## config.mk

```make
export PLATFORM = sky130hd
export DESIGN_NAME = joystick_select
export DESIGN_NICKNAME = d
export VERILOG_FILES = /design/src/hdl/joystick_select.sv
export SDC_FILE = /design/constraint.sdc
export NUM_CORES = 1
export LEC_CHECK = 0
export BUFFER_PORTS_ARGS = -buffer_cell sky130_fd_sc_hd__buf_2
export CORE_MARGIN = 2
export CORE_UTILIZATION = 31
export DETAILED_ROUTE_END_ITERATION = 8
export GPL_ROUTABILITY_DRIVEN = 0
export PLACE_DENSITY = 0.93
export SLEW_MARGIN = 0
export SYNTH_ARGS = -nofsm -noshare
export SYNTH_HDL_FRONTEND = slang
export SYNTH_SLANG_ARGS = --single-unit
```

## constraint.sdc

```tcl
create_clock -name vclk -period 1
set_input_delay 0.05 -clock vclk [all_inputs]
set_output_delay 0.05 -clock vclk [all_outputs]
set_load 0.01 [all_outputs]
```

## src/hdl/joystick_select.sv

```systemverilog
// Joystick selector: mouse or analog stick onto port 1, button merge and port swap
`timescale 1ns/1ps

module joystick_select (
	input  logic [7:0]  mouse_x_i,
	input  logic [7:0]  mouse_y_i,
	input  logic        active_i,
	input  logic [1:0]  mouse_buttons_i,
	input  logic [15:0] stick_a_i,
	input  logic [15:0] stick_b_i,
	input  logic [13:0] joy_a_i,
	input  logic [13:0] joy_b_i,
	input  logic        swap_i,
	output logic [7:0]  joy1x_o,
	output logic [7:0]  joy1y_o,
	output logic [7:0]  joy2x_o,
	output logic [7:0]  joy2y_o,
	output logic [13:0] joy1_o,
	output logic [13:0] joy2_o
);

	logic [7:0]  p1_x;
	logic [7:0]  p1_y;
	logic [13:0] p1_btn;

	// Stick A carries X in the low byte and Y in the high byte
	assign p1_x = active_i ? mouse_x_i : stick_a_i[7:0];
	assign p1_y = active_i ? mouse_y_i : stick_a_i[15:8];

	// Mouse buttons stand in for fire 2 and fire 3
	assign p1_btn = {joy_a_i[13:9], active_i ? mouse_buttons_i : joy_a_i[8:7], joy_a_i[6:0]};

	assign joy1x_o = swap_i ? stick_b_i[7:0]  : p1_x;
	assign joy1y_o = swap_i ? stick_b_i[15:8] : p1_y;
	assign joy2x_o = swap_i ? p1_x : stick_b_i[7:0];
	assign joy2y_o = swap_i ? p1_y : stick_b_i[15:8];

	assign joy1_o = swap_i ? joy_b_i : p1_btn;
	assign joy2_o = swap_i ? p1_btn  : joy_b_i;

endmodule

```

After elaboration in Yosys (flattened, before gate mapping)
Cells that the tools add are included.
{"block": "op_classes", "mux": 9}
{"operator": "$mux 8", "n": 6}
{"operator": "$mux 14", "n": 2}
{"operator": "$mux 2", "n": 1}
{"block": "totals", "regBits": 0, "output_inout_bits": 60, "elab_cells": 9}

Depth between registers and ports, before layout
{"block": "depth", "depth_word": 2, "mapped_depth": 5, "ltp_nobuf": 2}

Worst setup path before layout
OpenSTA, ideal clock, no wires.
{"block": "synth_timing", "path_kind": "input -> output", "from": "input swap_i", "to": "output joy1_o[7]", "t_arrival_ns": 0.787, "slack_ns": 0.163, "cell_stages": 4, "n_path_buf": 3, "path_cell_list": "buf_2 -> buf_4 -> buf_4 -> mux2i_1"}
{"block": "synth_via", "elab_chain_len": 1}
{"item": "start, declared", "line": "13", "text": "input logic swap_i,"}
{"item": "$mux 14", "line": "38", "text": "assign joy1_o = swap_i ? joy_b_i : p1_btn;"}
{"item": "end, declared", "line": "18", "text": "output logic [13:0] joy1_o,"}
Every way passes these cells.

Final worst setup path
{"block": "layout_timing", "from": "input active_i", "to": "output joy1y_o[7]"}
{"block": "layout_via", "elab_chain_len": 2}
{"item": "start, declared", "line": "7", "text": "input logic active_i,"}
{"item": "$mux 8", "line": "28", "text": "assign p1_y = active_i ? mouse_y_i : stick_a_i[15:8];"}
{"item": "$mux 8", "line": "34", "text": "assign joy1y_o = swap_i ? stick_b_i[15:8] : p1_y;"}
{"item": "end, declared", "line": "15", "text": "output logic [7:0] joy1y_o,"}
Every way passes these cells.

==> flow_metrics.py <==
metrics = {
    "clocking": {
        "ctsHoldBuffers": 0,
        "cts_setup_buffers": 0,
    },
    "synth": {
        "ys_seq_area_share_pct": 0,
        "postSynthAreaPerCell_um2": 7.78,
        "syn_inst": 121,
        "synth_area_um2": 941,
        "syn_nets": 201,
        "synth_cell_types": 10,
        "yosysWarnings": 0,
    },
    "route": {
        "num_vias": 1334,
        "dr.pass1.iters": 4,
        "wirelength_um": 3300,
        "drc": 0,
        "wl_per_cell_um": 11.5,
        "final_antenna_net_count": 0,
        "vias_per_cell": 4.66,
        "drt_iter0_markers": 63,
    },
    "setup_path": {
        "setup.worst_path.end_class": "primary output",
        "crit_arrival_ns": 0.91,
        "worstSetupStartpoint": "active_i",
        "critical_path_class": "primary input to primary output",
        "cp_data_required_time_ns": 0.95,
        "path_max_fanout": 4,
        "cp-start-kind": "primary input",
    },
    "worst_hold_path": {
        "whs_path_depth": 3,
        "hold_path_end": "joy1_o[11]",
        "min_from": "joy_a_i[11]",
        "hold_class": "primary input to primary output",
    },
    "global_routing": {
        "overflow": 0,
        "met3_usage_pct": 1.75,
        "grt_pass1_vias": 1206,
        "gr-max-usage-layer": "met2",
        "use_met1_pct": 18.9,
        "grt_pass1_wl_um": 4930,
        "grt.total_usage_pct": 17.0,
        "grt_util_met2_pct": 34.8,
        "grt_start_max_net_pins": 37,
        "antenna_found_initial": 0,
    },
    "sta": {
        "fin_crit_sh_pct": 96.3,
        "hold_slack_ns": 0.413,
        "max_freq_mhz": 1040,
        "period_needed_ns": 0.963,
        "setup_viol": 0,
        "hold_viol_final": 0,
        "final.setup.tns_ns": 0,
        "rsz0062_at_grt": "true",
        "worst_slew_pin_slew_ns": 0.192,
        "maxSlewViolCount": 0,
        "maxSlewHeadroom_pct": 86.9,
    },
    "layout": {
        "drive_above_1_share_pct": 68.2,
        "stdcell_count": 286,
        "layout_commonest_cell": "buf_2",
        "utilization_pct": 60.1,
        "mostFrequentLayoutCells": "buf_2 (139), mux2i_1 (31), mux2_2 (26)",
        "area_growth_syn_to_layout_pct": 80.6,
        "final_net_count": 337,
        "clkbuf_count": 0,
        "antenna_cells": 0,
        "regArea_um2": 0,
        "nFlopsAndLatches": 0,
        "fillerInstances": 264,
    },
    "placed_design": {
        "hpwlAfterDp_um": 2880,
        "io_buffer_count": 140,
        "dp.cells": 286,
    },
    "flow_run": {
        "cap_violations": 0,
    },
    "floorplan": {
        "core_mm2": 0.00283,
        "row_count": 19,
        "die_area_mm2": 0.00349,
        "initial_core_util_pct": 33.3,
        "die_w_um": 59.1,
        "die_y_um": 59.1,
        "ioPinCount": 140,
    },
    "status": {
        "status": "finished clean",
    },
    "power": {
        "ir_drop_mv": 0.264,
        "finalPower_mw": 0.864,
        "power_density_mw_per_mm2": 509,
        "leakage_nw": 1.04,
    },
}
repair_timing:
action / in CTS / in global routing
setup endpoints to repair: 0 / 8
hold endpoints to repair: 0 / 0
resized for setup: 0 / 2
layout make-up:
type	count	area, um2	area share, %
Multi-Input combinational cell	94	810	47.6
Timing Repair Buffer	145	791	46.5
Inverter	16	60.1	3.53
Tap cell	31	38.8	2.28
Yosys cell counts, drive strengths merged:
| library cell | number | area [um2] |
|---|---|---|
| inv | 16 | 60.1 |
| nor2 | 16 | 60.1 |
| a21oi | 16 | 80.1 |
| mux2 | 30 | 345 |
| mux2i | 32 | 320 |
| buf | 11 | 75.1 |
metal layers:
metal / share of wire [%] / up-vias
met3: 5.4 / 0
met2: 57 / 43
li1: - / 693
met4: 0 / 0
met1: 37 / 598
met5: 0 / -
worst max-delay path by stage:
stage                     slack (ns)         end  cells after the start
after global placement          0.04  joy2y_o[7]                      4
after floorplan                 0.16   joy1_o[7]                      4
after detailed placement        0.03  joy1y_o[2]                      5
after global routing           -0.03  joy2x_o[2]                      5
final                           0.04  joy1y_o[7]                      4
after CTS                       0.03  joy1y_o[7]                      4
report_power, final:
part           internal [mW]  switching [mW]  total [mW]  leakage (nW)
Clock                      0               0           0             0
Sequential                 0               0           0             0
Combinational          0.459           0.405       0.864          1.04
Total                  0.459           0.405       0.864          1.04
cells by family (layout without fill, tap and decap cells):
family / count (synthesis) / after routing / synth area share (%)
AOI/OAI and AO/OA: 16 / 16 / 8.51
buffers and inverters: 27 / 161 / 14.4
muxes: 62 / 62 / 70.7
and+or+nand+nor: 16 / 16 / 6.38
stage by stage:
step / setup slack, ns / area [um2]
floorplan: 0.163 / 941
finish: 0.0373 / 1700
detailed placement: 0.0297 / 1690
CTS: 0.0319 / 1690
global route: -0.0257 / 1700
global placement: 0.0440 / 1690
worst max-delay path, cell delays in order:
cell and delay [ns]:
buf_2 0.15, mux2_4 0.31, mux2_2 0.26, buf_2 0.14
Power figures use the tool's default switching activity.
