File: src/hdl/io_bridge_pkg.sv
// Shared constants and types for the mouse-paddle and disk bridge paths, referenced by scope
package io_bridge_pkg;

	// ========================================================================
	// Mouse to paddle emulation
	// ========================================================================

	// One bit wider than the paddle byte so a sum can be checked before clamping
	typedef logic signed [8:0] axis_t;

	localparam axis_t AXIS_MAX = 9'sd127;
	localparam axis_t AXIS_MIN = -9'sd128;

	// Largest magnitude of a single mouse step
	localparam int STEP_LIMIT = 10;

	// Axis 0 is X, axis 1 is Y
	localparam int AXIS_COUNT = 2;

	// ========================================================================
	// Disk bridge
	// ========================================================================

	localparam int SECTOR_BYTES = 512;
	typedef logic [$clog2(SECTOR_BYTES)-1:0] buf_addr_t;

	localparam int DRIVE_SLOTS = 3;
	typedef logic [1:0] drive_slot_t;

	// Controller file number reported for each host slot
	localparam logic [2:0] SLOT_FILENO [DRIVE_SLOTS] = '{3'd0, 3'd1, 3'd4};

	// Block address or image size
	typedef logic [31:0] lba_t;

endpackage
File: src/hdl/sector_buffer.sv
// Sector buffer: 512x8 dual-port RAM, host port on plain ports and controller port on an interface
`timescale 1ns/1ps

interface buffer_port_if;
	io_bridge_pkg::buf_addr_t addr;
	logic [7:0]               wdata;
	logic                     wr;
	// Word at the previous cycle's addr
	logic [7:0]               rdata;

	modport controller (output addr, output wdata, output wr, input rdata);
	modport memory (input addr, input wdata, input wr, output rdata);
endinterface


File: src/hdl/disk_bridge.sv
// Disk bridge between the emulated controller strobes and the host block-device service
`timescale 1ns/1ps

module disk_bridge (
	input  logic                                 clk_sys,
	input  logic                                 areset,
	input  logic [5:0]                           ctl_sel_i,
	input  io_bridge_pkg::lba_t                  ctl_data_i,
	input  logic                                 ctl_data_wr_i,
	input  logic                                 ctl_data_rd_i,
	input  logic                                 ctl_io_wr_i,
	output logic [7:0]                           status_o,
	output io_bridge_pkg::lba_t                  ctl_word_o,
	output io_bridge_pkg::lba_t                  sd_lba_o,
	output logic [io_bridge_pkg::DRIVE_SLOTS-1:0] sd_rd_o,
	output logic [io_bridge_pkg::DRIVE_SLOTS-1:0] sd_wr_o,
	input  logic [io_bridge_pkg::DRIVE_SLOTS-1:0] sd_ack_i,
	input  logic [io_bridge_pkg::DRIVE_SLOTS-1:0] img_mounted_i,
	input  logic                                 img_readonly_i,
	input  io_bridge_pkg::lba_t                  img_size_i,
	input  logic [1:0]                           img_type_i,
	buffer_port_if.controller                    buf_port
);

	// ========================================================================
	// Controller select fields
	// ========================================================================

	logic                       lba_mode;
	logic                       block_rd;
	logic                       block_wr;
	io_bridge_pkg::drive_slot_t slot;

	assign lba_mode = ctl_sel_i[0];
	assign block_rd = ctl_sel_i[1];
	assign block_wr = ctl_sel_i[2];
	// Drives 0, 1 and 4 map onto slots 0, 1 and 2
	assign slot     = {ctl_sel_i[5], ctl_sel_i[3]};

	// Strobe history for edge detection
	logic data_wr_q1;
	logic data_wr_q2;
	logic data_rd_q;
	logic blk_rd_q;
	logic blk_wr_q;
	logic ack_q;
	logic mount_q;

	logic data_wr_rise;
	logic any_ack;
	logic any_mount;
	logic wr_done;

	io_bridge_pkg::buf_addr_t addr;

	logic       io_done;
	logic       mounted;
	logic [2:0] fileno;
	logic [1:0] file_type;
	logic       read_only;

	io_bridge_pkg::lba_t file_size;

	assign data_wr_rise = data_wr_q1 & ~data_wr_q2;
	assign any_ack      = |sd_ack_i;
	assign any_mount    = |img_mounted_i;

	// Buffer write lands on the same edge as an LBA load would
	assign buf_port.addr  = addr;
	assign buf_port.wdata = ctl_data_i[7:0];
	assign buf_port.wr    = data_wr_rise & ~lba_mode;

	always_ff @(posedge clk_sys) begin
		if (areset) begin
			data_wr_q1 <= 1'b0;
			data_wr_q2 <= 1'b0;
			data_rd_q  <= 1'b0;
			blk_rd_q   <= 1'b0;
			blk_wr_q   <= 1'b0;
			ack_q      <= 1'b0;
			mount_q    <= 1'b0;
			wr_done    <= 1'b0;
			addr       <= '0;
			sd_rd_o    <= '0;
			sd_wr_o    <= '0;
			io_done    <= 1'b0;
			mounted    <= 1'b0;
		end else begin
			data_wr_q1 <= ctl_data_wr_i;
			data_wr_q2 <= data_wr_q1;
			data_rd_q  <= ctl_data_rd_i;
			blk_rd_q   <= block_rd;
			blk_wr_q   <= block_wr;
			ack_q      <= any_ack;
			mount_q    <= any_mount;
			wr_done    <= buf_port.wr;

			if (data_wr_rise && lba_mode) begin
				sd_lba_o <= ctl_data_i;
			end

			// Address moves after a write or a finished read, io_wr rewinds it
			if (wr_done) begin
				addr <= addr + 1'b1;
			end
			if (data_rd_q && !ctl_data_rd_i) begin
				addr <= addr + 1'b1;
			end
			if (ctl_io_wr_i) begin
				addr <= '0;
			end

			if (block_rd && !blk_rd_q && slot < io_bridge_pkg::DRIVE_SLOTS) begin
				sd_rd_o[slot] <= 1'b1;
				io_done       <= 1'b0;
			end
			if (block_wr && !blk_wr_q && slot < io_bridge_pkg::DRIVE_SLOTS) begin
				sd_wr_o[slot] <= 1'b1;
				io_done       <= 1'b0;
			end
			if (any_ack) begin
				sd_rd_o <= '0;
				sd_wr_o <= '0;
			end
			if (ack_q && !any_ack) begin
				io_done <= 1'b1;
			end

			// Image change notice from the host
			if (any_mount && !mount_q) begin
				for (int s = 0; s < io_bridge_pkg::DRIVE_SLOTS; s++) begin
					if (img_mounted_i[s]) begin
						fileno <= io_bridge_pkg::SLOT_FILENO[s];
					end
				end
				file_type <= img_type_i;
				read_only <= img_readonly_i | img_mounted_i[io_bridge_pkg::DRIVE_SLOTS-1];
				file_size <= img_size_i;
				mounted   <= ~mounted;
			end
		end
	end

	assign status_o   = {read_only, file_type, fileno, mounted, io_done};
	assign ctl_word_o = lba_mode ? file_size : {24'd0, buf_port.rdata};

endmodule

File: src/flat_wrapper.sv
// flat-port wrapper written by rule: the top's interface ports become plain ports
module disk_bridge_flat 
  (clk_sys, areset, ctl_sel_i, ctl_data_i, ctl_data_wr_i, ctl_data_rd_i, ctl_io_wr_i, status_o, ctl_word_o, sd_lba_o, sd_rd_o, sd_wr_o, sd_ack_i, img_mounted_i, img_readonly_i, img_size_i, img_type_i, buf_port_addr, buf_port_wdata, buf_port_wr, buf_port_rdata);
  buffer_port_if buf_port_i ();
  input  logic clk_sys;
  input  logic areset;
  input  logic [5:0] ctl_sel_i;
  input  io_bridge_pkg::lba_t ctl_data_i;
  input  logic ctl_data_wr_i;
  input  logic ctl_data_rd_i;
  input  logic ctl_io_wr_i;
  output logic [7:0] status_o;
  output io_bridge_pkg::lba_t ctl_word_o;
  output io_bridge_pkg::lba_t sd_lba_o;
  output logic [io_bridge_pkg::DRIVE_SLOTS-1:0] sd_rd_o;
  output logic [io_bridge_pkg::DRIVE_SLOTS-1:0] sd_wr_o;
  input  logic [io_bridge_pkg::DRIVE_SLOTS-1:0] sd_ack_i;
  input  logic [io_bridge_pkg::DRIVE_SLOTS-1:0] img_mounted_i;
  input  logic img_readonly_i;
  input  io_bridge_pkg::lba_t img_size_i;
  input  logic [1:0] img_type_i;
  output wire logic [$bits(buf_port_i.addr)-1:0] buf_port_addr;
  output wire logic [$bits(buf_port_i.wdata)-1:0] buf_port_wdata;
  output wire logic [$bits(buf_port_i.wr)-1:0] buf_port_wr;
  input wire logic [$bits(buf_port_i.rdata)-1:0] buf_port_rdata;
  assign buf_port_addr = buf_port_i.addr;
  assign buf_port_wdata = buf_port_i.wdata;
  assign buf_port_wr = buf_port_i.wr;
  assign buf_port_i.rdata = buf_port_rdata;
  disk_bridge u_core (.clk_sys(clk_sys), .areset(areset), .ctl_sel_i(ctl_sel_i), .ctl_data_i(ctl_data_i), .ctl_data_wr_i(ctl_data_wr_i), .ctl_data_rd_i(ctl_data_rd_i), .ctl_io_wr_i(ctl_io_wr_i), .status_o(status_o), .ctl_word_o(ctl_word_o), .sd_lba_o(sd_lba_o), .sd_rd_o(sd_rd_o), .sd_wr_o(sd_wr_o), .sd_ack_i(sd_ack_i), .img_mounted_i(img_mounted_i), .img_readonly_i(img_readonly_i), .img_size_i(img_size_i), .img_type_i(img_type_i), .buf_port(buf_port_i));
endmodule
File: config.mk
export PLATFORM = sky130hd
export DESIGN_NAME = disk_bridge_flat
export DESIGN_NICKNAME = d
export VERILOG_FILES = /design/src/hdl/io_bridge_pkg.sv /design/src/hdl/sector_buffer.sv /design/src/hdl/disk_bridge.sv /design/src/flat_wrapper.sv
export SDC_FILE = /design/constraint.sdc
export NUM_CORES = 1
export LEC_CHECK = 0
export BUFFER_PORTS_ARGS = -buffer_cell sky130_fd_sc_hd__buf_2
export CAP_MARGIN = 40
export CORE_MARGIN = 1
export CORE_UTILIZATION = 40
export CTS_CLUSTER_DIAMETER = 60
export DETAILED_ROUTE_END_ITERATION = 8
export PLACE_DENSITY = 0.84
export SLEW_MARGIN = 20
export SYNTH_ARGS = -nofsm -noshare
export SYNTH_HDL_FRONTEND = slang
export SYNTH_SLANG_ARGS = --single-unit
File: constraint.sdc
create_clock -name clk_sys -period 3.4 [get_ports clk_sys]
set_input_delay 0.17 -clock clk_sys [delete_from_list [all_inputs] [get_ports clk_sys]]
set_output_delay 0.17 -clock clk_sys [all_outputs]
set_load 0.01 [all_outputs]
Word-level counts from Yosys, hierarchy flattened
Cells that the tools add are included.
{"block": "word_totals", "reg_bits": 94, "in_bits": 92, "output_inout_bits": 96, "elab_cells": 65}
{"block": "op_classes", "add_sub_neg": 1, "n_lt_le_gt_ge": 3, "n_mux": 10, "bitwise": 9, "n_reduce_logical": 24}
{"op": "32-bit two-way mux", "n": 1}
{"op": "9-bit two-way mux", "n": 2}
{"op": "9-bit by 1-bit adder with 9-bit output, second input constant", "n": 1}
{"op": "1-bit logical AND", "n": 9}
{"op": "3-bit two-way mux", "n": 2}
{"op": "3-bit bitwise OR", "n": 2}
{"op": "3-bit nonzero test", "n": 2}
{"op": "3-bit OR reduction", "n": 2}
{"op": "1-bit logical NOT", "n": 5}
{"op": "1-bit two-way mux", "n": 4}
{"op": "1-bit NOT", "n": 4}
{"op": "2-bit AND reduction", "n": 2}
{"op": "4-bit OR reduction", "n": 1}
{"op": "2-bit by 3-bit less-than comparator with 1-bit output, second input constant", "n": 1}
{"op": "3-bit AND reduction", "n": 1}
{"op": "1-bit AND", "n": 2}
{"op": "1-bit demux with 2-bit select", "n": 1}
{"op": "2-bit by 1-bit >= comparator with 1-bit output, second input constant", "n": 1}
{"op": "2-bit less-than comparator, second input constant", "n": 1}
{"op": "2-bit nonzero test", "n": 1}
{"op": "2-bit OR reduction", "n": 1}
{"op": "1-bit bitwise OR", "n": 1}

Longest topological paths before layout
{"block": "logic_depth", "word_depth": 6, "depth_mapped": 5, "mapped_depth_nobuf": 5}

Worst setup path after synthesis
OpenSTA, ideal clock, no wires.
{"block": "synth_timing", "kind": "input-to-reg", "from": "input port areset", "to": "register u_core.file_size[0], enable pin", "setup_time_ns": 0.471, "arrival_ns": 2.831, "t_required_ns": 2.929, "path_slack_ns": 0.098, "path_stages": 2, "cell_sequence": "clkbuf_1 -> nor3_1"}
{"block": "synth_via", "elab_chain_cells": 2}
{"element": "start, declared", "line_no": "flat_wrapper.sv:6", "text": "input logic areset;"}
{"element": "1-bit NOT (no source line)"}
{"element": "2-bit AND reduction (no source line)"}
{"element": "end signal, assigned", "line_no": "disk_bridge.sv:138", "text": "file_size <= img_size_i;"}
{"element": "end, declared", "line_no": "disk_bridge.sv:62", "text": "io_bridge_pkg::lba_t file_size;"}
Every way passes these cells.
A chain may end at the register's enable or synchronous reset.

Worst setup path in the final report
{"block": "layout_timing", "from": "register u_core.mount_q", "to": "register u_core.file_size[18], enable pin"}
{"block": "layout_via", "elab_chain_cells": 3}
{"element": "start, declared", "line_no": "disk_bridge.sv:47", "text": "logic mount_q;"}
{"element": "start signal, assigned", "line_no": "disk_bridge.sv:95", "text": "mount_q <= any_mount;"}
{"element": "1-bit logical NOT", "line_no": "disk_bridge.sv:130", "text": "if (any_mount && !mount_q) begin"}
{"element": "1-bit logical AND", "line_no": "disk_bridge.sv:130"}
{"element": "2-bit AND reduction (no source line)"}
Every way passes these cells.

==> results_dict.tcl <==
set metrics [dict create \
    crit-reg2reg-capture "u_core.file_size[18]" \
    drt_first_pass_iters 4 \
    post_synth_instance_area_um2 3420 \
    critical_path.max_fanout 30 \
    clock-sinks 94 \
    layout.area.seq_um2 2570 \
    syn2layout_area_growth_pct 51.2 \
    die_y_um 94.5 \
    category_of_the_worst_setup_path_launch_point "flip-flop" \
    dpl-instance-area_um2 4360 \
    setup_tns_ns 0 \
    avgViaCountPerCell 4.59 \
    pwr_density_cell_nw_per_um2 420 \
    setup_viol 0 \
    yosys.cell_types.count 28 \
    clock_tree.buffer_depth 2 \
    numCtsBuffers 9 \
    synth_sequential_area_ratio_pct 75.2 \
    finalWirelength_mm 8.24 \
    die_w_um 94.5 \
    insertedDiodeCount 0 \
    leakage_nw 2.23 \
    synth.largest_area_cell "sky130_fd_sc_hd__edfxtp_1" \
    initial_utilization_pct 41.4 \
    synth-seq-cells 94 \
    rsz0062_at_grt "false" \
    grt_max_degree 35 \
    report.final.slew_viol_count 0 \
    holdCritPathClass "in2reg" \
    port_buffers 185 \
    core.rowCount 33 \
    power.share.switching_pct 23.0 \
    max_slew_headroom_pct 61.9 \
    drt_first_iter_violations 77 \
    cts.clk_slew.worst_paths_ns 0.09 \
    drc_errors 0 \
    netSwitchingPower_mw 0.500 \
    ioPinCount 188 \
    r2r_cells 2 \
    worst_r2r_startpoint "u_core.mount_q" \
    yosysMostFrequentCell "sky130_fd_sc_hd__edfxtp_1" \
    vdd_ir_drop_max_mv 0.213 \
    fin_area_um2 5170 \
    flop_to_flop_setup_slack_ns 1.78 \
    cp.arrival_ns 1.63 \
    htreeDepth 3 \
    gp_congestion 0.757 \
    fill_cells 654 \
    yosys-top-cells-area "sky130_fd_sc_hd__edfxtp_1, sky130_fd_sc_hd__dfxtp_1, sky130_fd_sc_hd__and2_1" \
    cts_root_buf "sky130_fd_sc_hd__clkbuf_8" \
    finalHoldViolCount 0 \
    post_route_cells_drive_above_1_share_pct 46.0 \
    cell_by_cell_trace_of_the_critical_path "nor3_2 -> buf_4" \
    layout_min_cycle_time_ns 1.62 \
    layout_worst_path_cycle_share_pct 47.6 \
    netlist_instances 220 \
    path_class "reg2reg" \
    via_count_of_the_first_global_routing_pass 2609 \
    timing.critical_path.slowest_stage_cell "sky130_fd_sc_hd__nor3_2" \
    hold_depth 1 \
    cp-end-kind "flip-flop" \
    cellInternalPower_mw 1.67 \
    design.die.area_um2 8930 \
    clock_tree_from_tritoncts "yes" \
    hold_path_end "u_core.sd_lba_o[6]" \
    hp-start "ctl_data_i[6]" \
    status "finished, final reports clean" \
    grt_pass1_wl_mm 12.3 \
    floorplan.core_area_um2 8260 \
    routed_wire_length_per_instance_um 14.4 \
    worst_slew_pin_slew_ns 0.570 \
    grt-ovfl-total 0 \
    synth_nets 313 \
    top_cells_by_instance_count_after_synthesis "sky130_fd_sc_hd__edfxtp_1, sky130_fd_sc_hd__dfxtp_1, sky130_fd_sc_hd__and2_1" \
    ys_warn_count 0 \
    num_vias 2628 \
    power.combinational.fraction_pct 10.9 \
    seq_power_share_pct 58.9 \
    antenna_violation_net_count_after_detailed_routing 0 \
    groute.usage.overall_pct 18.6 \
    asyncSetResetFlopFracSynth_pct 0 \
    hpwlAfterDp_mm 5.24 \
    post-synth-top-area-fraction_pct 60.6 \
    cp_slowest_stage_delay_ns 0.48 \
    clock.fmax_ghz 0.617 \
    post-layout-total-power_mw 2.17 \
    max_cap_violations 0 \
    synth_enable_flop_cells 69 \
    final_nets 555 \
    clk_latency_ns 0.35 \
    finClkSkew_ns 0.00819 \
    antenna_found_initial 0 \
    syn_area_per_cell_um2 15.5 \
    p_clk_share_pct 30.2 \
    post_synth_top_flop "sky130_fd_sc_hd__edfxtp_1" \
    multi_input_area_um2 714 \
    worstPathRequired_ns 3.41 \
]
[worst max-delay path by stage]
| stage | slack [ns] | cells past startpoint | from | endpoint |
|---|---|---|---|---|
| after CTS | 1.76 | 2 | u_core.mount_q | u_core.file_size[15] |
| final | 1.78 | 2 | u_core.mount_q | u_core.file_size[18] |
| after detailed placement | 1.70 | 3 | areset | u_core.file_size[19] |
| after global routing | 1.63 | 2 | u_core.mount_q | u_core.file_size[15] |
| after global placement | 1.77 | 3 | areset | u_core.file_size[14] |
| after floorplan | 0.1 | 2 | areset | u_core.file_size[0] |
[state kept, by name, summed over array words and instances, names as in the netlist]
name,cells
u_core.io_done,1
u_core.data_wr_q1,1
u_core.data_wr_q2,1
u_core.wr_done,1
u_core.blk_wr_q,1
u_core.file_size,32
u_core.mounted,1
u_core.fileno,2
u_core.data_rd_q,1
u_core.mount_q,1
u_core.sd_wr_o,3
u_core.sd_lba_o,32
u_core.ack_q,1
u_core.read_only,1
u_core.file_type,2
u_core.blk_rd_q,1
u_core.sd_rd_o,3
u_core.buf_port.addr,9
[power by group through the flow]
stage                     combinational (mW)  sequential (mW)  clock (mW)
after detailed placement               0.178             1.31           0
after global placement                 0.172             1.30           0
after CTS                              0.233             1.28       0.678
after floorplan                       0.0817             1.31           0
final                                  0.238             1.28       0.655
after global routing                   0.258             1.28       0.717
[area by class of cell]
type                            instances  share of cell area (%)
Sequential cell                        94                    49.7
Multi-Input combinational cell        106                    13.8
Tap cell                              105                    2.54
Clock buffer                           10                    2.47
Timing Repair Buffer                  251                    30.6
Clock inverter                          6                   0.847
[worst max-delay path: cells and delay by family (launching register included)]
kind / cells / cell delay, ns
AND/OR/NAND/NOR: 1 / 0.48
buffers and inverters: 1 / 0.45
flip-flops: 1 / 0.34
[layer usage]
| layer | wire (um) | vias to the layer above | track usage, % |
|---|---|---|---|
| li1 | - | 1256 | - |
| met1 | 3120 | 1213 | 20.6 |
| met2 | 4110 | 141 | 32.4 |
| met3 | 812 | 18 | 5.72 |
| met4 | 195 | 0 | 9.09 |
| met5 | 0 | - | 0 |
[through the flow]
step | setup WS (ns) | instances | utilization, % | hold WS, ns
floorplan | 0.0980 | 220 | - | 0.249
finish | 1.78 | 572 | 62.6 | 0.0177
global route | 1.63 | 572 | 62.6 | 0.00147
CTS | 1.76 | 570 | 62.4 | 0.000296
detailed placement | 1.70 | 492 | 52.8 | 0.348
global placement | 1.77 | 492 | 52.8 | 0.346
[layout by cell type, fill, tap and decap left out, types with 2 or more instances in the layout]
master,count
sky130_fd_sc_hd__o21ai_0,6
sky130_fd_sc_hd__or2_2,2
sky130_fd_sc_hd__buf_2,185
sky130_fd_sc_hd__nor3_1,4
sky130_fd_sc_hd__nor2_1,15
sky130_fd_sc_hd__buf_4,2
sky130_fd_sc_hd__xor2_1,8
sky130_fd_sc_hd__and3_1,3
sky130_fd_sc_hd__nor3_2,2
sky130_fd_sc_hd__and2_1,24
sky130_fd_sc_hd__nand2_1,2
sky130_fd_sc_hd__nand2b_1,5
sky130_fd_sc_hd__clkbuf_8,9
sky130_fd_sc_hd__o21a_1,6
sky130_fd_sc_hd__dfxtp_1,25
sky130_fd_sc_hd__o2111ai_1,4
sky130_fd_sc_hd__mux2_2,8
sky130_fd_sc_hd__nor2b_1,8
sky130_fd_sc_hd__dlygate4sd3_1,64
sky130_fd_sc_hd__edfxtp_1,69
sky130_fd_sc_hd__a21oi_1,2
sky130_fd_sc_hd__inv_6,3
[logic make-up (layout without fill, tap and decap cells)]
logic type                 Yosys count  count (layout)  synth area share [%]
xor gates and xnor gates             8               8                  2.05
muxes                                8               8                  2.63
and+or+nand+nor                     69              69                  11.9
adders and majority gates            1               1                 0.366
DFF                                 94              94                  75.2
AOI/OAI and AO/OA                   19              19                  3.73
other                                1               1                 0.110
buffers and inverters               20             267                  4.06
[timing repair]
item / 4_1_cts / 5_1_grt
hold buffers: 62 / 2
setup endpoints to repair: 0 / 0
gates resized for setup: 0 / 0
endpoints found under the hold margin: 62 / 2
setup buffers: 0 / 0
(Power assumes the default switching activity.)
