[config.mk]
export PLATFORM = sky130hd
export DESIGN_NAME = axis_integrator_flat
export DESIGN_NICKNAME = d
export VERILOG_FILES = /design/src/hdl/io_bridge_pkg.sv /design/src/hdl/mouse_step_if.sv /design/src/hdl/axis_integrator.sv /design/src/flat_wrapper.sv
export SDC_FILE = /design/constraint.sdc
export NUM_CORES = 1
export LEC_CHECK = 0
export ABC_CLOCK_PERIOD_IN_PS = 4290
export BUFFER_PORTS_ARGS = -buffer_cell sky130_fd_sc_hd__buf_2
export CORE_MARGIN = 2
export CORE_UTILIZATION = 45
export CTS_CLUSTER_DIAMETER = 30
export CTS_CLUSTER_SIZE = 30
export DETAILED_ROUTE_END_ITERATION = 8
export PLACE_DENSITY = 0.81
export SKIP_LAST_GASP = 1
export SYNTH_ARGS = -nofsm -noshare
export SYNTH_HDL_FRONTEND = slang
export SYNTH_SLANG_ARGS = --single-unit
[constraint.sdc]
create_clock -name clk_sys -period 4.29 [get_ports clk_sys]
set_input_delay 0.858 -clock clk_sys [delete_from_list [all_inputs] [get_ports clk_sys]]
set_output_delay 0.858 -clock clk_sys [all_outputs]
set_load 0.01 [all_outputs]
[src/hdl/io_bridge_pkg.sv]
// Shared constants and types for the mouse-paddle and disk bridge paths, referenced by scope
package io_bridge_pkg;

	// ========================================================================
	// Mouse to paddle emulation
	// ========================================================================

	// One bit wider than the paddle byte so a sum can be checked before clamping
	typedef logic signed [8:0] axis_t;

	localparam axis_t AXIS_MAX = 9'sd127;
	localparam axis_t AXIS_MIN = -9'sd128;

	// Largest magnitude of a single mouse step
	localparam int STEP_LIMIT = 10;

	// Axis 0 is X, axis 1 is Y
	localparam int AXIS_COUNT = 2;

	// ========================================================================
	// Disk bridge
	// ========================================================================

	localparam int SECTOR_BYTES = 512;
	typedef logic [$clog2(SECTOR_BYTES)-1:0] buf_addr_t;

	localparam int DRIVE_SLOTS = 3;
	typedef logic [1:0] drive_slot_t;

	// Controller file number reported for each host slot
	localparam logic [2:0] SLOT_FILENO [DRIVE_SLOTS] = '{3'd0, 3'd1, 3'd4};

	// Block address or image size
	typedef logic [31:0] lba_t;

endpackage
[src/hdl/mouse_step_if.sv]
// One axis step from the mouse packet decoder to an axis integrator, one instance per axis
`timescale 1ns/1ps

interface mouse_step_if;

	// Single-cycle strobe, no back-pressure
	logic                 step_stb;
	// Limited signed step for this axis
	io_bridge_pkg::axis_t delta;
	// Return to zero, wins over step_stb
	logic                 clear;
	// Mouse emulation currently owns the axis
	logic                 active;

	modport source (
		output step_stb,
		output delta,
		output clear,
		output active
	);

	modport sink (
		input step_stb,
		input delta,
		input clear,
		input active
	);

endinterface

[src/hdl/axis_integrator.sv]
// Saturating accumulator for one emulated paddle axis, fed by the mouse step interface
`timescale 1ns/1ps

module axis_integrator (
	input  logic                 clk_sys,
	input  logic                 areset,
	mouse_step_if.sink           step,
	output io_bridge_pkg::axis_t axis_o
);

	io_bridge_pkg::axis_t sum;

	// Cannot overflow 9 bits since the step is limited
	assign sum = axis_o + step.delta;

	always_ff @(posedge clk_sys) begin
		if (areset) begin
			axis_o <= '0;
		end else if (step.clear) begin
			axis_o <= '0;
		end else if (step.step_stb) begin
			if (sum > io_bridge_pkg::AXIS_MAX) begin
				axis_o <= io_bridge_pkg::AXIS_MAX;
			end else if (sum < io_bridge_pkg::AXIS_MIN) begin
				axis_o <= io_bridge_pkg::AXIS_MIN;
			end else begin
				axis_o <= sum;
			end
		end
	end

endmodule

[src/flat_wrapper.sv]
// flat-port wrapper written by rule: the top's interface ports become plain ports
module axis_integrator_flat 
  (clk_sys, areset, axis_o, step_step_stb, step_delta, step_clear, step_active);
  mouse_step_if step_i ();
  input  logic clk_sys;
  input  logic areset;
  output io_bridge_pkg::axis_t axis_o;
  input wire logic [$bits(step_i.step_stb)-1:0] step_step_stb;
  input wire logic [$bits(step_i.delta)-1:0] step_delta;
  input wire logic [$bits(step_i.clear)-1:0] step_clear;
  input wire logic [$bits(step_i.active)-1:0] step_active;
  assign step_i.step_stb = step_step_stb;
  assign step_i.delta = step_delta;
  assign step_i.clear = step_clear;
  assign step_i.active = step_active;
  axis_integrator u_core (.clk_sys(clk_sys), .areset(areset), .step(step_i), .axis_o(axis_o));
endmodule
---- Word level (Yosys, flattened, before mapping) ----
Cells that the tools add are included.
word-level totals
  register bits ........................... 9
  input port bits ......................... 14
  output and inout bits ................... 9
  logic and storage cells ................. 7
cells by class
  $add $sub $neg .......................... 1
  order comparisons ....................... 2
  multiplexer cells ....................... 2
  reductions and logical operators ........ 1
operators with widths
  kind                  count
  $mux W9               2
  $add A9 B9 Y9         1
  $gt A9 B8 Y1 const B  1
  $lt A9 B8 Y1 const B  1
  $reduce_or A2 Y1      1

---- Longest topological paths before layout ----
Gate-level depths: netlist of run 1.
  depth after elaboration ................. 4
  mapped depth ............................ 9
  depth with buffers taken out ............ 9

---- Least setup slack after synthesis of run 1 ----
No wires, ideal clock.
  path kind ............................... input to register
  start point ............................. input port step_delta[1]
  end point ............................... register u_core.axis_o[0]
  library setup time ...................... 0.117 ns
  arrival time ............................ 2.546 ns
  required time ........................... 4.173 ns
  setup slack ............................. 1.627 ns
  stages on the path ...................... 7
  path buffers ............................ 0
  path through ............................ ha_1 > a211oi_2 > o31ai_2 > and4_1 > or3_1 > maj3_2 > a22o_1
between the ends
  longest elaborated chain between the ends .. 4
  elaborated cells between the ends (all ways) .. 5
  those cells by class .................... add/sub (1); order compare (2); mux (2)
RTL lines
  what                    line                   text
  start: declaration      flat_wrapper.sv:9      input wire logic [$bits(step_i.delta)-1:0] step_delta;
  $add A9 B9 Y9 (*)       axis_integrator.sv:14  assign sum = axis_o + step.delta;
  $lt A9 B8 Y1            axis_integrator.sv:24  end else if (sum < io_bridge_pkg::AXIS_MIN) begin
  $mux W9                 axis_integrator.sv:24
  $mux W9 (*)             axis_integrator.sv:22  if (sum > io_bridge_pkg::AXIS_MAX) begin
  end signal: assignment  axis_integrator.sv:23  axis_o <= io_bridge_pkg::AXIS_MAX;
  end signal: assignment  axis_integrator.sv:25  axis_o <= io_bridge_pkg::AXIS_MIN;
  end signal: assignment  axis_integrator.sv:27  axis_o <= sum;
  end: declaration        axis_integrator.sv:8   output io_bridge_pkg::axis_t axis_o
Every way passes the cells marked *; elsewhere a longest branch is shown, timed or not.
A chain may end at the register's enable or synchronous reset.

---- Worst setup path after layout of run 1 ----
  start point ............................. input port step_delta[0]
  end point ............................... register u_core.axis_o[1]
Same word-level chain as after synthesis.

==> results of run 1 <==
[worst paths after layout]
check,from,end,slack (ns),cells after the start
worst min register to register,u_core.axis_o[1]$_SDFFE_PP0P_,u_core.axis_o[1]$_SDFFE_PP0P_,0.49,2
worst max-delay path,step_delta[0],u_core.axis_o[1]$_SDFFE_PP0P_,1.55,10
worst max register to register,u_core.axis_o[0]$_SDFFE_PP0P_,u_core.axis_o[1]$_SDFFE_PP0P_,1.85,9
worst min-delay path,u_core.axis_o[1]$_SDFFE_PP0P_,u_core.axis_o[1]$_SDFFE_PP0P_,0.49,2
[metrics by stage]
stage	total power [uW]	std cells	utilization (%)	hold WS [ns]	setup slack, ns
6_report	259	133	56.1	0.490	1.55
5_1_grt	276	133	56.1	0.511	1.43
4_1_cts	260	133	56.1	0.498	1.58
3_5_place_dp	196	129	54.5	0.492	1.33
3_3_place_gp	192	129	54.5	0.481	1.33
2_1_floorplan	170	92	-	0.496	1.63
[cell type report]
class / count / area share, %
multi-input combinational: 76 / 62.5
sequential: 9 / 19.0
timing repair buffer: 21 / 11.1
clock buffer: 4 / 2.77
inverter: 6 / 2.38
tap: 17 / 2.25
[power breakdown]
| part | internal [uW] | switching, uW |
|---|---|---|
| Clock | 35.7 | 27.5 |
| Sequential | 88.9 | 4.42 |
| Combinational | 45.8 | 56.2 |
[placed cells by master, fill, tap and decap left out]
cell	n
nand2_2	1
buf_2	21
o21ai_0	7
maj3_1	5
nor3_1	1
dfxtp_1	9
clkbuf_1	1
a21oi_1	11
nand3b_1	1
or3_1	1
fa_1	1
a2111oi_2	1
o31ai_2	1
clkbuf_4	3
a32oi_1	1
o21ai_1	1
nor2_1	5
nor3_2	1
and2_1	1
inv_1	6
maj3_2	1
o22ai_2	1
ha_1	8
and4_1	1
o221ai_1	1
xnor2_1	3
nand2b_1	4
nand2_1	4
o211ai_1	2
a22o_1	1
a21o_1	1
a2111o_1	1
a21boi_0	2
xor2_1	6
a211oi_2	1
[per-layer routing]
layer / vias up / track usage, %
met5: - / 0
met1: 356 / 23.5
met2: 32 / 29.2
met3: 0 / 7.06
met4: 0 / 0
li1: 387 / -
[worst reg2reg max path, delay by kind of cell (launching register included)]
kind | cells | cell delay, ns
xor+xnor | 1 | 0.45
buf+inv | 1 | 0.07
compound gates | 3 | 0.34
simple gates | 1 | 0.20
flops | 1 | 0.36
fa+ha+maj | 3 | 0.90
[cell families (layout without fill, tap and decap cells)]
family                     Yosys count  count (layout)
AOI/OAI and AO/OA                   32              32
and+or+nand+nor                     20              20
adders and majority gates           15              15
xor gates and xnor gates             9               9
DFF                                  9               9
buffers and inverters                7              31
==> results.txt, run 1 <==
Counting instances in the post-synthesis netlist gives the leading cell types as 11 x a21oi_1, 9 x dfxtp_1, 8 x ha_1, 7 x o21ai_0. The tree is rooted in a clkbuf_4. The average instance in the mapped netlist occupies 8.68 um^2. The number of buffers added by the clock tree synthesis step came out at 3.

The wire length on met1 came out at about 740 um. The register with the most flip-flops in the layout has 9 of them. The die covers 2130 um^2. The final antenna-violating net count is 0. The path class of the lowest-slack min-delay path is reg2reg. By startpoint and endpoint, the worst setup path is classified as in2reg. The via count of the first global-routing pass came out at around 650.

The global placer's final weighted congestion is between 0.8 and 0.9. The total power density per cell area is approximately 270 nW/um^2. In this run the vertical extent of the chip is 46.1 um. The global-route total usage across every layer is 17.8%. The delay of the slowest critical-path stage came out at 0.45 ns. Max-cap violations in this run came to 0.

The max-slew violation total from the final report is 0. The peak clock frequency supported by timing came out at 365 MHz. The total nets after synthesis came out at roughly 120. From synthesis to final layout, the design area changed by 18.7%. The total of fill cells in the finished design came out at 150. The sum of routed wire length over all layers came out at around 1800 um.

More flip-flops sit in one register than any other, and that register is u_core.axis_o. The largest total area in the synthesized netlist belongs to dfxtp_1. For this run, the register share of the synthesized area comes to 22.6%. In the final routed layout, each cell accounts on average for between 10 and 15 um. Of all nets on the critical path, the largest fanout is 6. CTS built an H-tree with a depth of 1. The maximum vdd drop came out at 0.234 mV.

The share of async-settable or async-resettable flops after synthesis is 0%. The initial antenna violation count was 0. The leakage power came out at about 0.00044 uW. Signal routing reaches up to met3. The floorplan core area is about 1700 um^2. Walking the worst path, the cells encountered are buf_2, ha_1, inv_1, fa_1, nand2b_1, a21oi_1, o22ai_2, xnor2_1, maj3_1, o21ai_1.

The initialized floorplan defines 15 standard-cell rows. The count of hold-fix buffers inserted at cts is 0. The synthesized netlist devotes 22.7% of its cell area to adder and majority cells.

The count of cell types in the netlist is 33. The clock-pin transition on the worst setup and hold timing paths came out at 0.05 ns. In the synthesized netlist, the number of instances is 92. The part of the cycle the worst path needs came out at 63.8%. The total iterations of the first detailed-routing run came out at 4. The number of register bits inferred by synthesis is 9. For the final routed database, the setup TNS stands at 0 ns.

During I/O placement, the number of pins put on the boundary was 23. The final standard cell area without fillers came out at 947 um^2. After the first detailed-routing iteration, the DRC count stood at 16. By area, the combinational part of the netlist is dominated by compound AO/OA/AOI/OAI gates. The share of the synthesized netlist area taken by xor and xnor gates came out at 9.87%. The largest registers in the layout are u_core.axis_o: 9 flops. Dividing the detail-routed via count by the number of cells gives 5.83. The wire length on met3 came out at 149 um. The critical path contains buffers and inverters numbering 2 combined.

The worst setup path is launched from a primary input. The setup clock skew after layout is 0.00674 ns. For this block, the via count after detailed routing is 775. The fraction of synthesized area in multiplexers is 0%. The global-route wire length before repair came out at about 2800 um. The data required time of the critical path is 4.44 ns. The final hold violation count came to 0. The area share of the largest cell type after synthesis came out at a little under a quarter. The multi-input combinational cells in the finished layout cover a total of 592 um^2. The final number of setup-violating endpoints came out at 0.

The number of buffers added on ports came out at 21. The largest net degree at the start of global routing came out at 15. The initial core utilization came out at 47.3%.

The number of warnings printed during yosys synthesis came out at 0. Summing the areas of all compound-gate instances in the mapped netlist gives 27.9% of the synthesized area. The post-synthesis simple-gate area fraction came out at approximately 14%. The critical path data arrival time is between 2 and 3 ns. The placement-stage cell area is 921 um^2.

The most numerous cell in the Yosys netlist is a21oi_1. Subtracting the final worst setup slack from the clock period gives 2.74 ns. The floorplan die width came out at between 40 and 50 um.

The half-perimeter wire length after detailed placement came out at 1450 um. The largest buffer count on any clock path came out at 2. The flow ran to the end, and the final reports show no timing, DRC or antenna violations. The clock insertion delay at the later pin of the skew report came out at 0.26 ns. Across the whole layout, storage elements account for 180 um^2. By area the synthesized netlist is led by dfxtp_1 23%, ha_1 13%, a21oi_1 6.9%. Once the clock tree was built, the resizer swapped 0 gates to a different size. TritonCTS built the clock tree.

Broken down by cell family, the worst path's largest delay share belongs to adder cells. The cell type of the slowest stage on the worst timing path is xnor2_1. Setup repair after global routing left no endpoint under its margin.

STA classifies the critical path endpoint as a flop. The DRC violation count after routing came out at 0. The antenna diode instance count is 0. Summing every instance area after synthesis gives 798 um^2. The sink count of the clock tree is 9. The number of enable-type register cells in the synthesized netlist came out at 0. Detailed routing placed a total of ~870 um of wire on met2.

The final global-route overflow total is 0. The worst pin sits at a relative slew slack of 64.0%. The number of nets at the end of the flow is 140.

Post-CTS timing repair inserted 0 buffers for setup. At the pin with the least slew margin, the transition time is roughly 0.54 ns. In the synthesized netlist the dominant register cell turns out to be dfxtp_1.

The fraction of layout instances using a drive strength above 1 came out at about a quarter.
(Power assumes the default switching activity.)
==> inputs of run 2 (changes only) <==
--- a/config.mk
+++ b/config.mk
@@ -5,14 +5,15 @@
 export SDC_FILE = /design/constraint.sdc
 export NUM_CORES = 1
 export LEC_CHECK = 0
-export ABC_CLOCK_PERIOD_IN_PS = 4290
+export ABC_AREA = 1
+export ABC_CLOCK_PERIOD_IN_PS = 2600
 export BUFFER_PORTS_ARGS = -buffer_cell sky130_fd_sc_hd__buf_2
 export CORE_MARGIN = 2
 export CORE_UTILIZATION = 45
 export CTS_CLUSTER_DIAMETER = 30
 export CTS_CLUSTER_SIZE = 30
 export DETAILED_ROUTE_END_ITERATION = 8
-export PLACE_DENSITY = 0.81
+export PLACE_DENSITY = 0.8
 export SKIP_LAST_GASP = 1
 export SYNTH_ARGS = -nofsm -noshare
 export SYNTH_HDL_FRONTEND = slang
==> constraint.sdc (replaced) <==
create_clock -name clk_sys -period 2.6 [get_ports clk_sys]
set_input_delay 0.52 -clock clk_sys [delete_from_list [all_inputs] [get_ports clk_sys]]
set_output_delay 0.52 -clock clk_sys [all_outputs]
set_load 0.01 [all_outputs]
==> results.txt, run 2 <==
Status: completed (unchanged). The global placer's final weighted congestion came to 0.798 (was 0.825). The internal power came out at 262 uW (was 170 uW). The root buffer selected by CTS is clkbuf_4 (unchanged). The initial core utilization is 47.8% (was 47.3%). The final antenna-violating net count came out at 0 (unchanged). The area growth from synthesis to final layout was 19.7% (was 18.7%). Timing would allow up to 527 MHz. The share of async-settable or async-resettable flops after synthesis came out at 0% (unchanged).

The die boundary height was 46.8 um (was 46.1 um). The count of hold-fix buffers inserted at cts was 0 (unchanged). The largest net degree at the start of global routing is 8 (was 15). The switching power of the nets came out at 148 uW (was 88.1 uW). The part of the cycle the worst path needs is roughly 73%. The clock insertion delay at the later pin of the skew report came out at 0.26 ns (about the same).

The most frequent standard cell in the layout excluding fill and tap cells was nand2_1 (was buf_2). The post-CTS repair timing setup buffer count came to 0 (unchanged). The sum of negative setup slack came to 0 ns (unchanged). The setup slack at placement was 0.466 ns (was 1.33 ns). The sequential area share after synthesis came out at 21.9% (was 22.6%).

Commonest cells after routing, fill and taps aside: 35 x nand2_1, 21 x buf_2, 17 x inv_1 (was 21 x buf_2, 11 x a21oi_1, 9 x dfxtp_1). The count of cell types in the netlist is 21 (was 33). The sink count of the clock tree is 9 (unchanged). The TritonCTS clock tree was yes (unchanged).

The number of nets at the end of the flow is 169 (was 140). The routed via count divided by cell count came to 4.76 (was 5.83). The share of power burned in registers is 36.8% (was 36.1%). The share of the synthesized netlist area taken by xor and xnor gates was 5.31% (was 9.87%).

The number of I/O pins is 23 (unchanged). The arithmetic-cell share of the synthesized area counting full adders, half adders and majority gates is 14.6% (was 22.7%). The worst slew slack as a fraction of its limit is 76.9% (was 64.0%). The share of the synthesized area in compound gates (AO/OA/AOI/OAI) came out at 14.6% (was 27.9%). The final hold violation count came out at 0 (unchanged). The data required time of the critical path was 2.80 ns (was 4.44 ns). The number of flip-flops under the largest register name came to 9 (unchanged). The post-synthesis simple-gate area fraction is 36.0% (was 13.6%). The total iterations of the first detailed-routing run is 4 (unchanged). The H-tree depth reported by CTS came to 1 (unchanged).

The combinational group share of total power came to 35.2% (was 39.4%). The fraction of synthesized area in multiplexers came to 0% (unchanged). The final period demand of the worst path is 1.90 ns. The max-cap violation count is 0 (unchanged).

The synthesized area per cell came out at 6.87 um^2 (was 8.68 um^2). The number of buffers added by the clock tree synthesis step is 3 (unchanged). The type of the worst setup path is reg2reg (was in2reg).

The switching share of power was 36.0% (was 34.1%). The number of register bits inferred by synthesis is 9 (unchanged). The total nets after synthesis came out at 143 (was 115). The floorplan die width came to 46.8 um (was 46.1 um). The largest buffer count on any clock path was 2 (unchanged). The number of gates resized after CTS is 0 (unchanged). The full die area was 2190 um^2 (was 2130 um^2). The maximum vdd drop is 0.250 mV (was 0.234 mV). The number of buffers added on ports is 21 (unchanged). The final standard cell area without fillers is 987 um^2 (was 947 um^2). The number of enable-type register cells in the synthesized netlist is 0 (unchanged). The clock-pin transition on the worst setup and hold timing paths came out at 0.07 ns (was 0.05 ns). The final number of setup-violating endpoints came out at 0 (unchanged). The number of warnings printed during yosys synthesis is 0 (unchanged). The total placed cells including tap cells is 166 (was 129). The initial antenna violation count came out at 0 (unchanged).

Most instantiated cells after synthesis: 35 x nand2_1, 17 x inv_1, 9 x a21oi_1, 9 x dfxtp_1, 8 x ha_1 (was 11 x a21oi_1, 9 x dfxtp_1, 8 x ha_1, 7 x o21ai_0). The DRC violation count after routing came out at 0 (unchanged). The placement-stage cell area is 961 um^2 (was 921 um^2). The setup clock skew after layout came out at 0.00444 ns (was 0.00674 ns).

The sum of routed wire length over all layers is 1670 um (was 1760 um). The most numerous cell in the Yosys netlist is nand2_1 (was a21oi_1). The gate count after technology mapping is 120 (was 92). The actual slew at the worst max-slew pin came out at 0.345 ns (was 0.535 ns).

The number of standard cells in the final layout excluding fillers is 170 (was 133). The post-synthesis cell type with the largest combined area is dfxtp_1 (unchanged). The final global-route overflow total is 0 (unchanged). The floorplan core area was 1730 um^2 (was 1690 um^2).

The max-slew violation total from the final report came out at 0 (unchanged). The violation count after the first detailed-routing iteration came out at 17 (was 16). The antenna diode instance count came out at 0 (unchanged). The half-perimeter wire length after detailed placement came out at 1380 um (was 1450 um). Top cells by area in the synthesized netlist: dfxtp_1 22%, nand2_1 16%, ha_1 12% (was dfxtp_1 23%, ha_1 13%, a21oi_1 6.9%). The maximum net fanout on the critical path came out at 3 (was 6). The area share of the largest cell type after synthesis came out at 21.9% (was 22.6%). The summed instance area of the synthesized netlist came out at 825 um^2 (was 798 um^2). The main combinational cell family by area after synthesis is simple AND/OR/NAND/NOR gates (was compound AO/OA/AOI/OAI gates). The via count of the first global-routing pass is 704 (was 651). The average wire per cell in the routed design came to 9.79 um (was 13.2 um).

The proportion of power drawn by the clock network is 28.0% (was 24.5%). The register with the most flip-flops was u_core.axis_o (unchanged). The path class of the lowest-slack min-delay path is reg2reg (unchanged). The global-route total usage across every layer came out at 17.3% (was 17.8%). The fraction of layout instances using a drive strength above 1 came to 27.6% (was 26.7%).

The top flip-flop cell by instance count after synthesis is dfxtp_1 (unchanged). The element type at the critical path end is a flop (unchanged). The global-route wire length before repair came out at 2720 um (was 2760 um). Biggest registers after layout: u_core.axis_o: 9 flops (unchanged). The number of core rows came out at 15 (unchanged).

The total power density per cell area is 415 nW/um^2 (was 273 nW/um^2). The critical path launch point type is a flop (was primary input). The critical path data arrival time is 2.10 ns (was 2.89 ns).

The least setup slack across all paths after layout came to 0.702 ns (was 1.55 ns). RSZ-0062 raised after global routing: false (unchanged). The core utilization of the finished layout is 57.2% (was 56.1%). The total via count in the routed design is 810 (was 775). The leakage power came out at 0.000542 uW (was 0.000437 uW).
run 2: path summary, 6_finish.rpt:
check,start,to,slack (ns),cells past startpoint
max,u_core.axis_o[0]$_SDFFE_PP0P_,u_core.axis_o[6]$_SDFFE_PP0P_,0.70,12
min,u_core.axis_o[8]$_SDFFE_PP0P_,u_core.axis_o[8]$_SDFFE_PP0P_,0.50,2
max reg2reg,u_core.axis_o[0]$_SDFFE_PP0P_,u_core.axis_o[6]$_SDFFE_PP0P_,0.70,12
min reg2reg,u_core.axis_o[8]$_SDFFE_PP0P_,u_core.axis_o[8]$_SDFFE_PP0P_,0.50,2
run 2: logic make-up (layout without fill, tap and decap cells):
group	count (synthesis)	count (layout)
AND/OR/NAND/NOR	62	62
AO/OA/AOI/OAI	18	18
buffers and inverters	17	42
adder cells (fa/ha/maj)	9	9
flip-flops	9	9
XOR/XNOR	5	5
run 2: area by class of cell:
class | count | area (um^2)
Inverter | 17 | 63.8
Tap cell | 25 | 31.3
Clock buffer | 4 | 26.3
Sequential cell | 9 | 180
Fill cell | 188 | 739
Multi-Input combinational cell | 94 | 581
Timing Repair Buffer | 21 | 105
run 2: metal layers:
layer / track usage (%) / up-vias / routed length (um)
li1: - / 433 / -
met3: 1.15 / 4 / 45
met2: 28.8 / 14 / 788
met1: 22.7 / 359 / 802
met5: 0 / - / 0
met4: 8.33 / 0 / 29
run 2: per-stage QoR:
| step | hold WS [ns] | power (uW) |
|---|---|---|
| 2_1_floorplan | 0.506 | 263 |
| 3_3_place_gp | 0.472 | 295 |
| 3_5_place_dp | 0.486 | 299 |
| 4_1_cts | 0.496 | 412 |
| 5_1_grt | 0.513 | 437 |
| 6_report | 0.495 | 410 |
run 2: power groups by stage:
stage | clock [uW] | combinational [uW] | sequential (uW)
6_report | 115 | 144 | 151
5_1_grt | 122 | 164 | 152
4_1_cts | 116 | 146 | 151
3_5_place_dp | 0 | 144 | 154
3_3_place_gp | 0 | 142 | 153
2_1_floorplan | 0 | 106 | 157
run 2: worst max-delay path: stages (launching register included):
cell	delay, ns
dfxtp_1	0.36
ha_1	0.18
inv_1	0.05
fa_1	0.36
inv_1	0.08
nand2_1	0.06
nand2_1	0.08
and2_1	0.16
nand3_1	0.08
nand2_1	0.08
xor2_1	0.15
nand2_1	0.06
a21oi_1	0.13
==> inputs of run 3 (changes only) <==
--- a/config.mk
+++ b/config.mk
@@ -6,7 +6,7 @@
 export NUM_CORES = 1
 export LEC_CHECK = 0
 export ABC_AREA = 1
-export ABC_CLOCK_PERIOD_IN_PS = 2600
+export ABC_CLOCK_PERIOD_IN_PS = 1800
 export BUFFER_PORTS_ARGS = -buffer_cell sky130_fd_sc_hd__buf_2
 export CORE_MARGIN = 2
 export CORE_UTILIZATION = 45
==> constraint.sdc (replaced) <==
create_clock -name clk_sys -period 1.8 [get_ports clk_sys]
set_input_delay 0.36 -clock clk_sys [delete_from_list [all_inputs] [get_ports clk_sys]]
set_output_delay 0.36 -clock clk_sys [all_outputs]
set_load 0.01 [all_outputs]
==> results.txt, run 3 (synthesis gave the netlist of run 2 again) <==
The max-slew violation total from the final report is 0 (unchanged). The final global-route overflow total is 0 (unchanged). The critical path capture point is u_core.axis_o[1]$_SDFFE_PP0P_ (was u_core.axis_o[6]$_SDFFE_PP0P_).

The violation count after the first detailed-routing iteration came out at 21 (was 17). The worst setup path startpoint is u_core.axis_o[0]$_SDFFE_PP0P_ (unchanged). The final hold violation count is 0 (unchanged). The data required time of the critical path was 2.01 ns (was 2.80 ns). The internal power is 405 uW (was 262 uW). The setup clock skew after layout is 0.00473 ns (was 0.00444 ns). The average wire per cell in the routed design is 11.2 um (was 9.79 um). The sink count of the clock tree came to 9 (unchanged). The maximum net fanout on the critical path is 3 (unchanged). The half-perimeter wire length after detailed placement came out at 1480 um (was 1380 um).

The floorplan core area came out at 1730 um^2 (unchanged). The path class of the lowest-slack min-delay path is in2reg (was reg2reg). The H-tree depth reported by CTS is 1 (unchanged). The part of the cycle the worst path needs is 99.5% (was 73.0%). The global placer's final weighted congestion came out at 0.815 (was 0.798).

The proportion of power drawn by the clock network was 25.7% (was 28.0%). The die boundary height came out at 46.8 um (unchanged). The clock-pin transition on the worst setup and hold timing paths came out at 0.07 ns (about the same).

The global-route wire length before repair came out at 3090 um (was 2720 um). The largest net degree at the start of global routing is 8 (unchanged). Commonest cells after routing, fill and taps aside: 30 x nand2_1, 21 x buf_2, 15 x inv_1 (was 35 x nand2_1, 21 x buf_2, 17 x inv_1). The leakage power came out at 0.000612 uW (was 0.000542 uW). The endpoint of the worst-slack reg-to-reg timing path is u_core.axis_o[1]$_SDFFE_PP0P_ (was u_core.axis_o[6]$_SDFFE_PP0P_). The most frequent standard cell in the layout excluding fill and tap cells is nand2_1 (unchanged). The area growth from synthesis to final layout is 38.1% (was 19.7%).

The initial core utilization came out at 47.8% (unchanged). Biggest registers after layout: u_core.axis_o: 9 flops (unchanged). The global-route total usage across every layer came out at 19.8% (was 17.3%).

The number of buffers added by the clock tree synthesis step was 3 (unchanged). The max-cap violation count is 0 (unchanged). The least setup slack across all paths after layout came out at 0.00922 ns (was 0.702 ns). The actual slew at the worst max-slew pin was 0.508 ns (was 0.345 ns). The total via count in the routed design is 875 (was 810).

The switching share of power is 37.6% (was 36.0%). The core utilization of the finished layout was 65.9% (was 57.2%). The peak clock frequency supported by timing is 558 MHz (was 527 MHz). The switching power of the nets is 245 uW (was 148 uW). The register-to-register path setup slack is 0.009 ns (was 0.70 ns). The critical register-to-register path startpoint is u_core.axis_o[0]$_SDFFE_PP0P_ (unchanged).

The DRC violation count after routing is 0 (unchanged). The clock insertion delay at the later pin of the skew report came to 0.27 ns (was 0.26 ns). RSZ-0062 raised after global routing: true (was false). The final period demand of the worst path is 1.79 ns (was 1.90 ns). The root buffer selected by CTS is clkbuf_4 (unchanged). The routed via count divided by cell count came out at 4.92 (was 4.76).

The element type at the critical path end is a flop (unchanged). The largest buffer count on any clock path came out at 2 (unchanged). The total power density per cell area is 571 nW/um^2 (was 415 nW/um^2). The setup slack at placement is -0.184 ns (was 0.466 ns).

The worst slew slack as a fraction of its limit is 65.9% (was 76.9%). The total iterations of the first detailed-routing run is 4 (unchanged). The fraction of layout instances using a drive strength above 1 is 40.5% (was 27.6%). The type of the worst setup path is reg2reg (unchanged). The number of I/O pins is 23 (unchanged). The sum of routed wire length over all layers is 1990 um (was 1670 um). The critical path data arrival time is 2.00 ns (was 2.10 ns). The TritonCTS clock tree is yes (unchanged). The final number of setup-violating endpoints came out at 0 (unchanged). The initial antenna violation count came to 0 (unchanged).

The register with the most flip-flops is u_core.axis_o (unchanged). The maximum vdd drop is 0.358 mV (was 0.250 mV). The floorplan die width is 46.8 um (unchanged).

The antenna diode instance count is 0 (unchanged). The number of nets at the end of the flow came out at 177 (was 169). The cell depth of the worst flop-to-flop path is 14 (was 12). The number of flip-flops under the largest register name came out at 9 (unchanged).

The total power draw is 650 uW (was 410 uW). The final antenna-violating net count is 0 (unchanged). The combinational group share of total power was 40.8% (was 35.2%). The share of power burned in registers came out at 33.5% (was 36.8%). The number of core rows came out at 15 (unchanged). The count of hold-fix buffers inserted at cts is 0 (unchanged). The number of buffers added on ports is 21 (unchanged). The via count of the first global-routing pass is 775 (was 704).

The sum of negative setup slack is 0 ns (unchanged). Status: completed (unchanged). The critical path launch point type is a flop (unchanged). The full die area came out at 2190 um^2 (unchanged).
run 3: changes by cell type in the layout (fill, tap and decap cells not counted), moves of 2 or more:
cell	change
nand3_1	-2
buf_4	+8
inv_1	-2
inv_2	+2
nand2_4	+6
nand2_1	-5
a21oi_1	-2
run 3: worst max-delay path, stage by stage, from the launching register on:
cell,delay [ns]
dfxtp_2,0.36
ha_4,0.14
inv_2,0.03
fa_2,0.32
inv_2,0.07
nand2_2,0.05
nand2_2,0.08
nand3_4,0.10
nand2_4,0.12
nand2_4,0.06
nand2_4,0.07
nand2_2,0.06
nand2_1,0.05
nand2_1,0.07
a21oi_2,0.14
run 3: area by class of cell:
type	instances	area (um^2)
Tap cell	25	31.3
Multi-Input combinational cell	94	671
Fill cell	149	588
Sequential cell	9	181
Timing Repair Buffer	29	165
Clock buffer	4	26.3
Inverter	17	63.8
run 3: timing repair:
action                     4_1_cts  5_1_grt
resized for setup               10       13
setup endpoints to repair        7        9
setup buffers                    1        0
pin swaps                        6       11
cloned                           0        0
run 3: worst min path at each step:
stage / startpoint / to / slack [ns] / cells after the start
floorplan: u_core.axis_o[0]$_SDFFE_PP0P_ / u_core.axis_o[0]$_SDFFE_PP0P_ / 0.51 / 2
global placement: u_core.axis_o[0]$_SDFFE_PP0P_ / u_core.axis_o[0]$_SDFFE_PP0P_ / 0.47 / 2
detailed placement: u_core.axis_o[0]$_SDFFE_PP0P_ / u_core.axis_o[0]$_SDFFE_PP0P_ / 0.49 / 2
CTS: step_clear / u_core.axis_o[5]$_SDFFE_PP0P_ / 0.42 / 4
global route: step_clear / u_core.axis_o[6]$_SDFFE_PP0P_ / 0.46 / 4
finish: step_clear / u_core.axis_o[6]$_SDFFE_PP0P_ / 0.42 / 4
run 3: per-stage QoR:
step | std cells | hold slack [ns] | instance area (um^2)
finish | 178 | 0.418 | 1140
floorplan | 120 | 0.506 | 825
global placement | 173 | 0.472 | 1010
CTS | 178 | 0.422 | 1080
detailed placement | 173 | 0.486 | 1010
global route | 178 | 0.460 | 1140
run 3: power by group through the flow:
stage	sequential, uW	combinational, uW	clock [uW]
final	218	265	167
after global placement	221	222	0
after detailed placement	222	230	0
after global routing	219	294	173
after floorplan	226	153	0
after CTS	217	242	167
run 3: per-layer routing:
metal | up-vias | share of wire [%] | GRT usage, %
li1 | 453 | - | -
met1 | 401 | 46 | 26.0
met2 | 17 | 50 | 32.9
met3 | 4 | 2.6 | 1.15
met4 | 0 | 1.5 | 10.0
met5 | - | 0 | 0
